--- src/hdl/highway_pkg.sv ---
// Note highway shared definitions
`default_nettype none

package highway_pkg;

	// Highway shape
	localparam int NUM_LANES = 5;
	localparam int NUM_ROWS = 8;
	localparam int BLOCK_SIZE = 4; // Block edge in pixels

	// 320x240 screen with 3 bits per colour channel
	localparam int X_WIDTH = 9;
	localparam int Y_WIDTH = 8;
	localparam int COLOUR_WIDTH = 9;

	// Eighth note at 50 MHz
	localparam int BEAT_CYCLES_DEFAULT = 13157895;

	// Vertical geometry
	localparam int ROW_PITCH = 26; // Pixels between rows
	localparam int TOP_MARGIN = 40; // y of row 0

	// Lanes fan out towards the bottom of the screen
	localparam int LANE_BASE_X [NUM_LANES] = '{130, 145, 160, 175, 190};
	localparam int LANE_SLOPE [NUM_LANES] = '{-12, -6, 0, 6, 12}; // x step per row

	// Fret colours as RRRGGGBBB
	localparam logic [COLOUR_WIDTH-1:0] LANE_COLOUR [NUM_LANES] = '{
		9'b000111000, // Green
		9'b111000000, // Red
		9'b111111000, // Yellow
		9'b000000111, // Blue
		9'b111100000 // Orange
	};
	localparam logic [COLOUR_WIDTH-1:0] ERASE_COLOUR = 9'b000000000; // Black

	// One note per lane, bit 0 is lane 0
	typedef logic [NUM_LANES-1:0] lane_row_t;

	typedef logic [2:0] row_idx_t;
	typedef logic [2:0] lane_idx_t;

	// Top left corner of a block and its fill colour
	typedef struct packed {
		logic [X_WIDTH-1:0] x;
		logic [Y_WIDTH-1:0] y;
		logic [COLOUR_WIDTH-1:0] colour;
	} block_req_t;

	// Single pixel write
	typedef struct packed {
		logic [X_WIDTH-1:0] x;
		logic [Y_WIDTH-1:0] y;
		logic [COLOUR_WIDTH-1:0] colour;
	} pixel_t;

endpackage

`default_nettype wire

--- src/hdl/stream_stage.sv ---
// Valid/ready register slice
`timescale 1ns/1ns
`default_nettype none

module stream_stage #(
	parameter type payload_t = logic
) (
	input  logic clk,
	input  logic reset,
	input  payload_t in_data,
	input  logic in_valid,
	output logic in_ready,
	output payload_t out_data,
	output logic out_valid,
	input  logic out_ready
);

	// Free slot, or the held item leaves this cycle
	assign in_ready = !out_valid || out_ready;

	always_ff @(posedge clk)
	begin
		if (reset)
			out_valid <= 1'b0;
		else if (in_ready)
			out_valid <= in_valid; // Refill or go empty
	end

	// Payload only moves on a transfer
	always_ff @(posedge clk)
	begin
		if (in_valid && in_ready)
			out_data <= in_data;
	end

endmodule

`default_nettype wire

--- src/hdl/beat_timer.sv ---
// Beat pulse generator
`timescale 1ns/1ns
`default_nettype none

module beat_timer import highway_pkg::*; #(
	parameter int BEAT_CYCLES = BEAT_CYCLES_DEFAULT
) (
	input  logic clk,
	input  logic reset,
	output logic beat
);

	logic [$clog2(BEAT_CYCLES)-1:0] count; // Cycles into current beat

	always_ff @(posedge clk)
	begin
		if (reset)
		begin
			count <= '0;
			beat <= 1'b0;
		end
		else if (int'(count) == BEAT_CYCLES - 1)
		begin
			count <= '0; // Wrap
			beat <= 1'b1; // One cycle pulse
		end
		else
		begin
			count <= count + 1'b1;
			beat <= 1'b0;
		end
	end

endmodule

`default_nettype wire

--- src/hdl/note_lanes.sv ---
// Lane shift registers
`timescale 1ns/1ns
`default_nettype none

module note_lanes import highway_pkg::*; (
	input  logic clk,
	input  logic reset,
	input  logic shift_en,
	input  lane_row_t new_row,
	input  logic new_row_valid,
	input  row_idx_t scan_row,
	output logic new_row_ready,
	output lane_row_t notes_to_play,
	output lane_row_t row_notes
);

	logic [NUM_ROWS-1:0] lane_sr [NUM_LANES]; // Bit 0 is the top row
	lane_row_t entry_row; // Row pushed in at the top

	// Rows are only taken during the shift cycle
	assign new_row_ready = shift_en;

	// No row offered means an empty row enters
	assign entry_row = new_row_valid ? new_row : '0;

	for (genvar l = 0; l < NUM_LANES; l++)
	begin : g_lane
		always_ff @(posedge clk)
		begin
			if (reset)
				lane_sr[l] <= '0; // Highway starts empty
			else if (shift_en)
				lane_sr[l] <= {lane_sr[l][NUM_ROWS-2:0], entry_row[l]}; // Drop one row
		end

		// Bottom row leaves the highway
		assign notes_to_play[l] = lane_sr[l][NUM_ROWS-1];

		// Read port for the scanner
		assign row_notes[l] = lane_sr[l][scan_row];
	end

endmodule

`default_nettype wire

--- src/hdl/note_scanner.sv ---
// Highway scanner and block request source
`timescale 1ns/1ns
`default_nettype none

module note_scanner import highway_pkg::*; (
	input  logic clk,
	input  logic reset,
	input  logic scan_start,
	input  logic scan_erase,
	input  lane_row_t row_notes,
	input  logic req_ready,
	input  logic plot_idle,
	output row_idx_t scan_row,
	output block_req_t req,
	output logic req_valid,
	output logic scan_done
);

	typedef enum logic [1:0] {
		SCAN_IDLE,
		SCAN_RUN, // Walking rows and lanes
		SCAN_FLUSH // Waiting for the plotter to drain
	} scan_state_t;

	scan_state_t state;
	lane_idx_t lane;
	logic erase_pass; // Latched at scan start
	logic req_free; // Request register can take a new block
	logic issue; // Current lane holds a note and goes out now
	logic [X_WIDTH-1:0] block_x;
	logic [Y_WIDTH-1:0] block_y;
	logic [COLOUR_WIDTH-1:0] block_colour;

	assign req_free = !req_valid || req_ready;
	assign issue = (state == SCAN_RUN) && req_free && row_notes[lane];

	// Block corner from the lane tables
	always_comb
	begin
		block_x = X_WIDTH'(LANE_BASE_X[lane] + LANE_SLOPE[lane] * int'(scan_row));
		block_y = Y_WIDTH'(ROW_PITCH * int'(scan_row) + TOP_MARGIN);
		block_colour = erase_pass ? ERASE_COLOUR : LANE_COLOUR[lane];
	end

	always_ff @(posedge clk)
	begin
		if (reset)
		begin
			state <= SCAN_IDLE;
			scan_row <= '0;
			lane <= '0;
			erase_pass <= 1'b0;
			req_valid <= 1'b0;
			scan_done <= 1'b0;
		end
		else
		begin
			scan_done <= 1'b0;
			if (req_valid && req_ready)
				req_valid <= 1'b0; // Taken by the request stage
			if (issue)
				req_valid <= 1'b1;

			case (state)
				SCAN_IDLE:
				begin
					if (scan_start)
					begin
						state <= SCAN_RUN;
						scan_row <= '0;
						lane <= '0;
						erase_pass <= scan_erase;
					end
				end

				SCAN_RUN:
				begin
					// One lane per cycle, empty lanes just step past
					if (req_free)
					begin
						if (lane == lane_idx_t'(NUM_LANES - 1))
						begin
							lane <= '0;
							if (scan_row == row_idx_t'(NUM_ROWS - 1))
								state <= SCAN_FLUSH; // Last lane of last row
							else
								scan_row <= scan_row + 1'b1;
						end
						else
							lane <= lane + 1'b1;
					end
				end

				SCAN_FLUSH:
				begin
					// Last request gone and plotter empty
					if (!req_valid && plot_idle)
					begin
						scan_done <= 1'b1;
						state <= SCAN_IDLE;
					end
				end

				default: state <= SCAN_IDLE;
			endcase
		end
	end

	// Request payload
	always_ff @(posedge clk)
	begin
		if (issue)
		begin
			req.x <= block_x;
			req.y <= block_y;
			req.colour <= block_colour;
		end
	end

endmodule

`default_nettype wire

--- src/hdl/block_plotter.sv ---
// Block to pixel expander
`timescale 1ns/1ns
`default_nettype none

module block_plotter import highway_pkg::*; (
	input  logic clk,
	input  logic reset,
	input  block_req_t req,
	input  logic req_valid,
	input  logic pixel_ready,
	output logic req_ready,
	output pixel_t pixel,
	output logic pixel_valid,
	output logic plot_idle
);

	block_req_t cur; // Block being drawn
	logic busy; // Pixels of cur still to go
	logic [3:0] pix_cnt; // Offset within the block
	logic last_pix;

	assign last_pix = int'(pix_cnt) == BLOCK_SIZE * BLOCK_SIZE - 1;

	// New block only once the previous one is finished
	assign req_ready = !busy;

	// Nothing held here and nothing offered
	assign plot_idle = !busy && !req_valid;

	// Column steps every BLOCK_SIZE pixels, row steps every pixel
	always_comb
	begin
		pixel_valid = busy;
		pixel.x = cur.x + X_WIDTH'(pix_cnt / BLOCK_SIZE);
		pixel.y = cur.y + Y_WIDTH'(pix_cnt % BLOCK_SIZE);
		pixel.colour = cur.colour;
	end

	always_ff @(posedge clk)
	begin
		if (reset)
		begin
			busy <= 1'b0;
			pix_cnt <= '0;
		end
		else if (!busy)
		begin
			if (req_valid)
			begin
				busy <= 1'b1; // Start a block
				pix_cnt <= '0;
			end
		end
		else if (pixel_ready)
		begin
			pix_cnt <= pix_cnt + 1'b1; // Advance on accepted pixel only
			if (last_pix)
				busy <= 1'b0; // Sixteenth pixel out
		end
	end

	// Capture the block on the request handshake
	always_ff @(posedge clk)
	begin
		if (!busy && req_valid)
			cur <= req;
	end

endmodule

`default_nettype wire

--- src/hdl/note_highway.sv ---
// Note highway renderer top
`timescale 1ns/1ns
`default_nettype none

module note_highway import highway_pkg::*; #(
	parameter int BEAT_CYCLES = BEAT_CYCLES_DEFAULT
) (
	input  logic clk,
	input  logic reset,
	input  logic start,
	input  lane_row_t new_row,
	input  logic new_row_valid,
	output logic new_row_ready,
	output lane_row_t notes_to_play,
	output pixel_t pixel,
	output logic pixel_valid,
	input  logic pixel_ready
);

	typedef enum logic [2:0] {
		ST_IDLE,
		ST_SHIFT, // Lanes drop one row
		ST_DRAW,
		ST_WAIT, // Hold the frame until the beat
		ST_ERASE
	} frame_state_t;

	frame_state_t state, state_next;

	logic beat;
	logic shift_en;
	logic scan_start; // First cycle of DRAW or ERASE
	logic scan_erase;
	logic scan_done;
	row_idx_t scan_row;
	lane_row_t row_notes;
	block_req_t req, plot_req;
	logic req_valid, req_ready;
	logic plot_req_valid, plot_req_ready;
	pixel_t plot_pixel;
	logic plot_pixel_valid, plot_pixel_ready;
	logic plot_idle;

	always_comb
	begin
		state_next = state;
		case (state)
			ST_IDLE: if (start) state_next = ST_SHIFT;
			ST_SHIFT: state_next = ST_DRAW; // Single cycle
			ST_DRAW: if (scan_done) state_next = ST_WAIT;
			ST_WAIT: if (beat) state_next = ST_ERASE;
			ST_ERASE: if (scan_done) state_next = ST_SHIFT;
			default: state_next = ST_IDLE;
		endcase
	end

	always_ff @(posedge clk)
	begin
		if (reset)
		begin
			state <= ST_IDLE;
			scan_start <= 1'b0;
		end
		else
		begin
			state <= state_next;
			scan_start <= state_next != state &&
				(state_next == ST_DRAW || state_next == ST_ERASE);
		end
	end

	assign shift_en = state == ST_SHIFT;
	assign scan_erase = state == ST_ERASE;

	beat_timer #(.BEAT_CYCLES(BEAT_CYCLES)) u_beat_timer (
		.clk, .reset, .beat
	);

	note_lanes u_note_lanes (
		.clk, .reset, .shift_en, .new_row, .new_row_valid, .scan_row,
		.new_row_ready, .notes_to_play, .row_notes
	);

	note_scanner u_note_scanner (
		.clk, .reset, .scan_start, .scan_erase, .row_notes, .req_ready, .plot_idle,
		.scan_row, .req, .req_valid, .scan_done
	);

	// Scanner to plotter
	stream_stage #(.payload_t(block_req_t)) u_req_stage (
		.clk, .reset,
		.in_data(req), .in_valid(req_valid), .in_ready(req_ready),
		.out_data(plot_req), .out_valid(plot_req_valid), .out_ready(plot_req_ready)
	);

	block_plotter u_block_plotter (
		.clk, .reset,
		.req(plot_req), .req_valid(plot_req_valid), .pixel_ready(plot_pixel_ready),
		.req_ready(plot_req_ready), .pixel(plot_pixel), .pixel_valid(plot_pixel_valid),
		.plot_idle
	);

	// Plotter to pixel port
	stream_stage #(.payload_t(pixel_t)) u_pixel_stage (
		.clk, .reset,
		.in_data(plot_pixel), .in_valid(plot_pixel_valid), .in_ready(plot_pixel_ready),
		.out_data(pixel), .out_valid(pixel_valid), .out_ready(pixel_ready)
	);

endmodule

`default_nettype wire

--- config.mk ---
export PLATFORM = sky130hd
export DESIGN_NAME = note_highway
export DESIGN_NICKNAME = d
export VERILOG_FILES = /design/src/hdl/highway_pkg.sv /design/src/hdl/stream_stage.sv /design/src/hdl/beat_timer.sv /design/src/hdl/note_lanes.sv /design/src/hdl/note_scanner.sv /design/src/hdl/block_plotter.sv /design/src/hdl/note_highway.sv
export SDC_FILE = /design/constraint.sdc
export NUM_CORES = 1
export LEC_CHECK = 0
export BUFFER_PORTS_ARGS = -buffer_cell sky130_fd_sc_hd__buf_2
export CAP_MARGIN = 10
export CORE_MARGIN = 2
export CORE_UTILIZATION = 30
export CTS_CLUSTER_DIAMETER = 100
export CTS_CLUSTER_SIZE = 25
export DETAILED_ROUTE_END_ITERATION = 16
export GPL_TIMING_DRIVEN = 1
export HOLD_SLACK_MARGIN = 0.1
export PLACE_DENSITY = 0.52
export SYNTH_ARGS = -nofsm -noshare
export SYNTH_HDL_FRONTEND = slang
export SYNTH_SLANG_ARGS = --single-unit
--- constraint.sdc ---
create_clock -name clk -period 8.6 [get_ports clk]
set_input_delay 0.86 -clock clk [delete_from_list [all_inputs] [get_ports clk]]
set_output_delay 0.86 -clock clk [all_outputs]
set_load 0.03 [all_outputs]
Yosys cells after proc, flatten, opt, wreduce, memory -nomap -nowiden --
Memories as Yosys holds them, arrays and structs flattened. A register that Yosys moved wholly into a read port is not among the register bits. Index checks and enable logic that the tools add are counted.
Storage, ports and cells: memories kept 4, input bits 10, bits in read-only memories 584, RAM bits 40, latch bits 0, register bits 142, output and inout bits 33
Operators by class: divide/modulo/power cells 0, equal/unequal tests 20, bitwise operators 7, muxes and demuxes 57, add/subtract/negate cells 8, shifts and indexed selects 0, magnitude comparators 3, multiply operators 2, reduce and logical (&&, ||, !) cells 28
Memory list:
- (name not given) | depth 8, width 32, read ports 1, clocked after memory_dff 0, wr ports 0, line note_scanner.sv:40 | block_x = X_WIDTH'(LANE_BASE_X[lane] + LANE_SLOPE[lane] * int'(scan_row));
- (name not given) | depth 8, width 32, read ports 1, clocked after memory_dff 0, wr ports 0, line note_scanner.sv:40
- (name not given) | depth 8, width 9, read ports 1, clocked after memory_dff 1, wr ports 0, line note_scanner.sv:42 | block_colour = erase_pass ? ERASE_COLOUR : LANE_COLOUR[lane];
- u_note_lanes.lane_sr | depth 5, width 8, read ports 5, clocked after memory_dff 0, wr ports 5, line note_lanes.sv:17 | logic [NUM_ROWS-1:0] lane_sr [NUM_LANES];
Operator list (number):
- $mux W32 | 2
- $mux W8 | 5
- $mul A32 B4 Y9 | 1
- $mux W3 | 10
- $add A24 B1 Y24 const B | 1
- $eq A24 B23 Y1 const B | 1
- $mux W1 | 19
- $bmux W1 S3 | 6
- $mux W9 | 2
- $pmux W3 S5 | 1
- $eq A3 B3 Y1 const B | 4
- $mux W4 | 3
- $pmux W3 S2 | 2
- $mux W2 | 5
- $reduce_and A5 Y1 | 2
- $add A9 B2 Y9 | 1
- $add A9 B9 Y9 | 1
- $eq A3 B2 Y1 const B | 3
- $add A8 B2 Y8 | 1
- $add A8 B7 Y8 const B | 1
- $logic_and A1 B1 Y1 | 8
- $lt A3 B4 Y1 const B | 2
- $ne A2 B2 Y1 const B | 4
- $mul A4 B3 Y7 const A | 1
- other kinds (22) | 39

Logic depth before layout (Yosys ltp) --
An unclocked memory read counts as a cell.
word-level depth 7, mapped depth 16

By module --
Synthesis repeated with hierarchy kept, for this count alone.
Second synthesis, totals: cell total of the unflattened synthesis 648, area total of the unflattened synthesis 8558.2 sq um
By module, submodules not included:
- note_scanner | cells each 211, times used 1, area an instance 2178.3 sq um
- note_lanes | cells each 109, times used 1, area an instance 1858.0 sq um
- stream_stage | cells each 31, times used 2, area an instance 835.8 sq um
- block_plotter | cells each 108, times used 1, area an instance 1427.6 sq um
- beat_timer | cells each 137, times used 1, area an instance 1221.2 sq um
- note_highway | cells each 21, times used 1, area an instance 201.4 sq um

Least setup slack after synthesis --
OpenSTA, ideal clock, no wires.
kind register -> register, start register state[2], end memory u_note_lanes.lane_sr[0][0], enable pin, slack 4697 ps, period minus slack after synthesis 3903 ps, arrival time 3410 ps, setup time 493 ps, cell stages (with the launch flop) 3, path buffers 0, path through dfxtp_1 -> nand2b_1 -> o21ai_0
RTL lines:
- start, declared | line note_highway.sv:28 | frame_state_t state, state_next;
- start signal, assigned | line note_highway.sv:66 | state <= state_next;
- end, declared | line note_lanes.sv:17

Final worst setup path --
start register u_note_scanner.lane[0], end register u_note_scanner.req[25] (netlist name)
On the way: longest elaborated chain between the ends 6
Ends and longest elaborated chain:
- start, declared | line note_scanner.sv:26 | lane_idx_t lane;
- start signal, assigned | line note_scanner.sv:90 | lane <= lane + 1'b1;
- $not A3 Y4 (not written as such) (*) | line note_scanner.sv:40
- $mem_v2 Z8 W32
- $mux W32 (not written as such) (2 in series) | line note_scanner.sv:40
- $mul A32 B4 Y9 | line note_scanner.sv:40
- $add A9 B9 Y9 (*) | line note_scanner.sv:40
- via u_note_scanner.block_x[8] | line note_scanner.sv:30 | logic [X_WIDTH-1:0] block_x;
Mark *: on every way through the listed nets, which the timed path passes. The rest lies on a longest branch. The select of a mux whose other input is x is not followed. A chain may end at the register's enable or synchronous reset.

==> results.py <==
metrics = {
    "outcome": {
        "status": "complete, no violations",
    },
    "clock_network": {
        "clkTransAtPathRegs_ps": 70,
        "ctsHoldBuffers": 0,
        "ctsHtreeMaxLevel": 4,
        "post_cts_buffers": 0,
        "clkLatencyLatePin_ps": 420,
        "clock_sinks": 168,
        "cts_buffers": 17,
        "cts_tree": "yes",
        "cts_resized": 0,
        "root_buffer": "clkbuf_16",
        "cts_buffer_depth": 2,
    },
    "timing": {
        "min_period_ps": 3893,
        "timing.slew.headroom_pct": 28.00,
        "fin_setup_tns_ps": 0,
        "worst_pin_slew_ps": 1075,
        "period_share_pct": 45.27,
        "setup_viol": 0,
        "drv_slew": 0,
        "skew_ps": 9.065,
        "grt_setup_unrepaired": "no",
        "setup_slack_ps": 4707,
        "clock.fmax_mhz": 256.9,
        "hold_viol": 0,
        "hold_slack_ps": 413.3,
    },
    "logic_synthesis": {
        "synth_area_leaders": "edfxtp_1, dfxtp_1, ha_1",
        "synth_top_family_by_area": "simple AND/OR/NAND/NOR gates",
        "synth_cell_types": 53,
        "netlist_top_cells_count": "edfxtp_1, nor2_1, dfxtp_1",
        "seq_area_frac_synth_pct": 60.18,
        "async_flop_share_pct": 0,
        "synth-seq-cells": 168,
        "synth-xor-area-share_pct": 4.840,
        "synth_area_leader_cell": "edfxtp_1",
        "syn_area_um2": 7601,
        "synth_compound_area_share_pct": 4.757,
        "synth_top_flop_cell": "edfxtp_1",
        "synth-simple-area-share_pct": 14.12,
        "syn_area_per_cell_um2": 12.52,
        "synth_edf_count": 121,
        "synthAdderAreaFrac_pct": 8.230,
        "synth_nets": 661,
        "synth_top_area_share_pct": 47.80,
        "synthMostInstantiatedCell": "edfxtp_1",
        "yosys_warnings": 0,
        "synthCells": 607,
        "muxShareOfSynthArea_pct": 3.325,
    },
    "global_route": {
        "grt_usage_pct": 10.02,
        "antenna_found_initial": 0,
        "grt_max_degree": 41,
        "overflow": 0,
        "grt_pass1_vias": 4448,
        "grt_first_pass_wirelength_um": 21020,
    },
    "drt": {
        "num_vias": 4405,
        "dr.pass1.iters": 4,
        "wl_per_cell_um": 12.59,
        "drt_iter0_drc": 190,
        "drc": 0,
        "wl_um": 12460,
        "drtAntennaViolNets": 0,
        "viasPerCell": 4.454,
    },
    "worst_setup_path": {
        "slowest_delay_ps": 520,
        "path_class": "flip-flop to flip-flop",
        "worst_path_max_delay_cell": "dfxtp_1",
        "cp_cell_sequence": "inv_1 -> ha_1 -> nand2_1 -> and2_1 -> ha_1 -> inv_1 -> fa_1 -> inv_1 -> fa_1 -> ha_1 -> a21oi_1 -> o21bai_1 -> a21o_1 -> a21oi_1 -> xnor2_1",
        "required_ps": 8770,
        "worst_setup_path_end_kind": "flip-flop",
        "cp-start-kind": "flip-flop",
        "cp_max_fo": 11,
        "cp.arrival_ps": 4070,
    },
    "die": {
        "row_count": 58,
        "core_um2": 25040,
        "die_w_um": 163.2,
        "die_area_um2": 26630,
        "io_pins": 43,
        "die_h_um": 163.2,
        "start_util_pct": 30.36,
    },
    "final_layout": {
        "seqCellArea_um2": 4574,
        "multiInputGateArea_um2": 2700,
        "final_core_util_pct": 34.80,
        "diodes": 0,
        "final_nets": 700,
        "nFillCells": 2488,
        "drive_gt1_share_pct": 14.26,
        "syn_to_final_growth_pct": 14.63,
    },
    "placement": {
        "portBuffers": 42,
        "place_congestion": 0.7701,
        "pre_cts_ws_ps": 4702,
        "place_hpwl_um": 8792,
    },
    "run": {
        "cap_violations": 0,
    },
    "power_and_ir_drop": {
        "ir_drop_uv": 125.3,
        "cellLeakagePower_nw": 3.287,
        "p_total_mw": 1.751,
        "power.density_nw_per_um2": 201.0,
    },
    "worst_hold_path": {
        "hold_path_class": "flip-flop to flip-flop",
    },
}
-- where the power goes --
group / internal (mW) / switching, mW / leakage (nW)
clock: 0.417 / 0.347 / 0.291
sequential: 0.893 / 0.0160 / 1.53
combinational: 0.0285 / 0.0502 / 1.47
total: 1.34 / 0.413 / 3.29
-- registers in the layout (all words and copies together), names as in the netlist, 2 cells and up --
register / cells
state: 3
u_beat_timer.count: 24
u_block_plotter.cur: 16
u_block_plotter.pix_cnt: 4
u_block_plotter.pixel: 4
u_note_lanes.lane_sr: 40
u_note_scanner.lane: 3
u_note_scanner.req: 20
u_note_scanner.scan_row: 3
u_note_scanner.state: 2
u_pixel_stage.out_data: 21
u_req_stage.out_data: 20
-- routing by layer --
| metal | GRT usage, % | part of all wire [%] |
|---|---|---|
| met3 | 3.174 | 4.1 |
| met5 | 0 | 0 |
| met2 | 16.55 | 48 |
| met4 | 3.942 | 1.4 |
| met1 | 12.18 | 47 |
-- cell usage in the layout (no fill, tap or decap), drive strengths merged, types with 3 or more instances in the layout --
cell,count
a2111oi,3
a21o,3
a21oi,25
and2,41
and3,11
buf,47
clkbuf,17
clkinv,4
dfxtp,47
edfxtp,121
fa,10
ha,34
inv,55
mux2,3
mux4,8
nand2,38
nand2b,5
nand3,13
nand4,11
nor2,58
nor2b,5
nor3,9
nor3b,3
nor4,6
o21ai,8
or3,6
xnor2,22
xor2,20
-- cells by family (layout without fill, tap and decap cells) --
group           after synthesis  after routing
xor+xnor                     42             42
simple gates                211            211
buf+inv                      74            126
mux                          13             13
fa+ha+maj                    44             44
flops                       168            168
compound gates               55             55
-- worst max-delay path: cells and delay by family, from the launching register on --
family          cells  cell delay (ps)
simple gates        2              290
compound gates      4              590
flops               1              520
xor+xnor            1               90
fa+ha+maj           5             1930
buf+inv             3              230
-- through the flow --
step	cell area (µm²)	std cells
floorplan	7601	607
global placement	8112	957
detailed placement	8112	957
CTS	8713	989
global route	8713	989
finish	8713	989
-- worst paths after layout --
path,startpoint,endpoint,slack (ps),depth (start not counted)
worst max-delay path,u_note_scanner.lane[0],u_note_scanner.req[25],4710,15
worst min register to register,u_note_scanner.req[14],u_req_stage.out_data[14],410,0
worst max register to register,u_note_scanner.lane[0],u_note_scanner.req[25],4710,15
worst min-delay path,u_note_scanner.req[14],u_req_stage.out_data[14],410,0
-- final cells by class --
type,count,area share (%)
Sequential cell,168,52.50
Multi-Input combinational cell,365,30.99
Clock buffer,17,4.882
Tap cell,330,4.739
Timing Repair Buffer,47,2.843
Clock inverter,15,2.025
Inverter,47,2.025
Note: power is estimated with default switching activity, not from simulation.
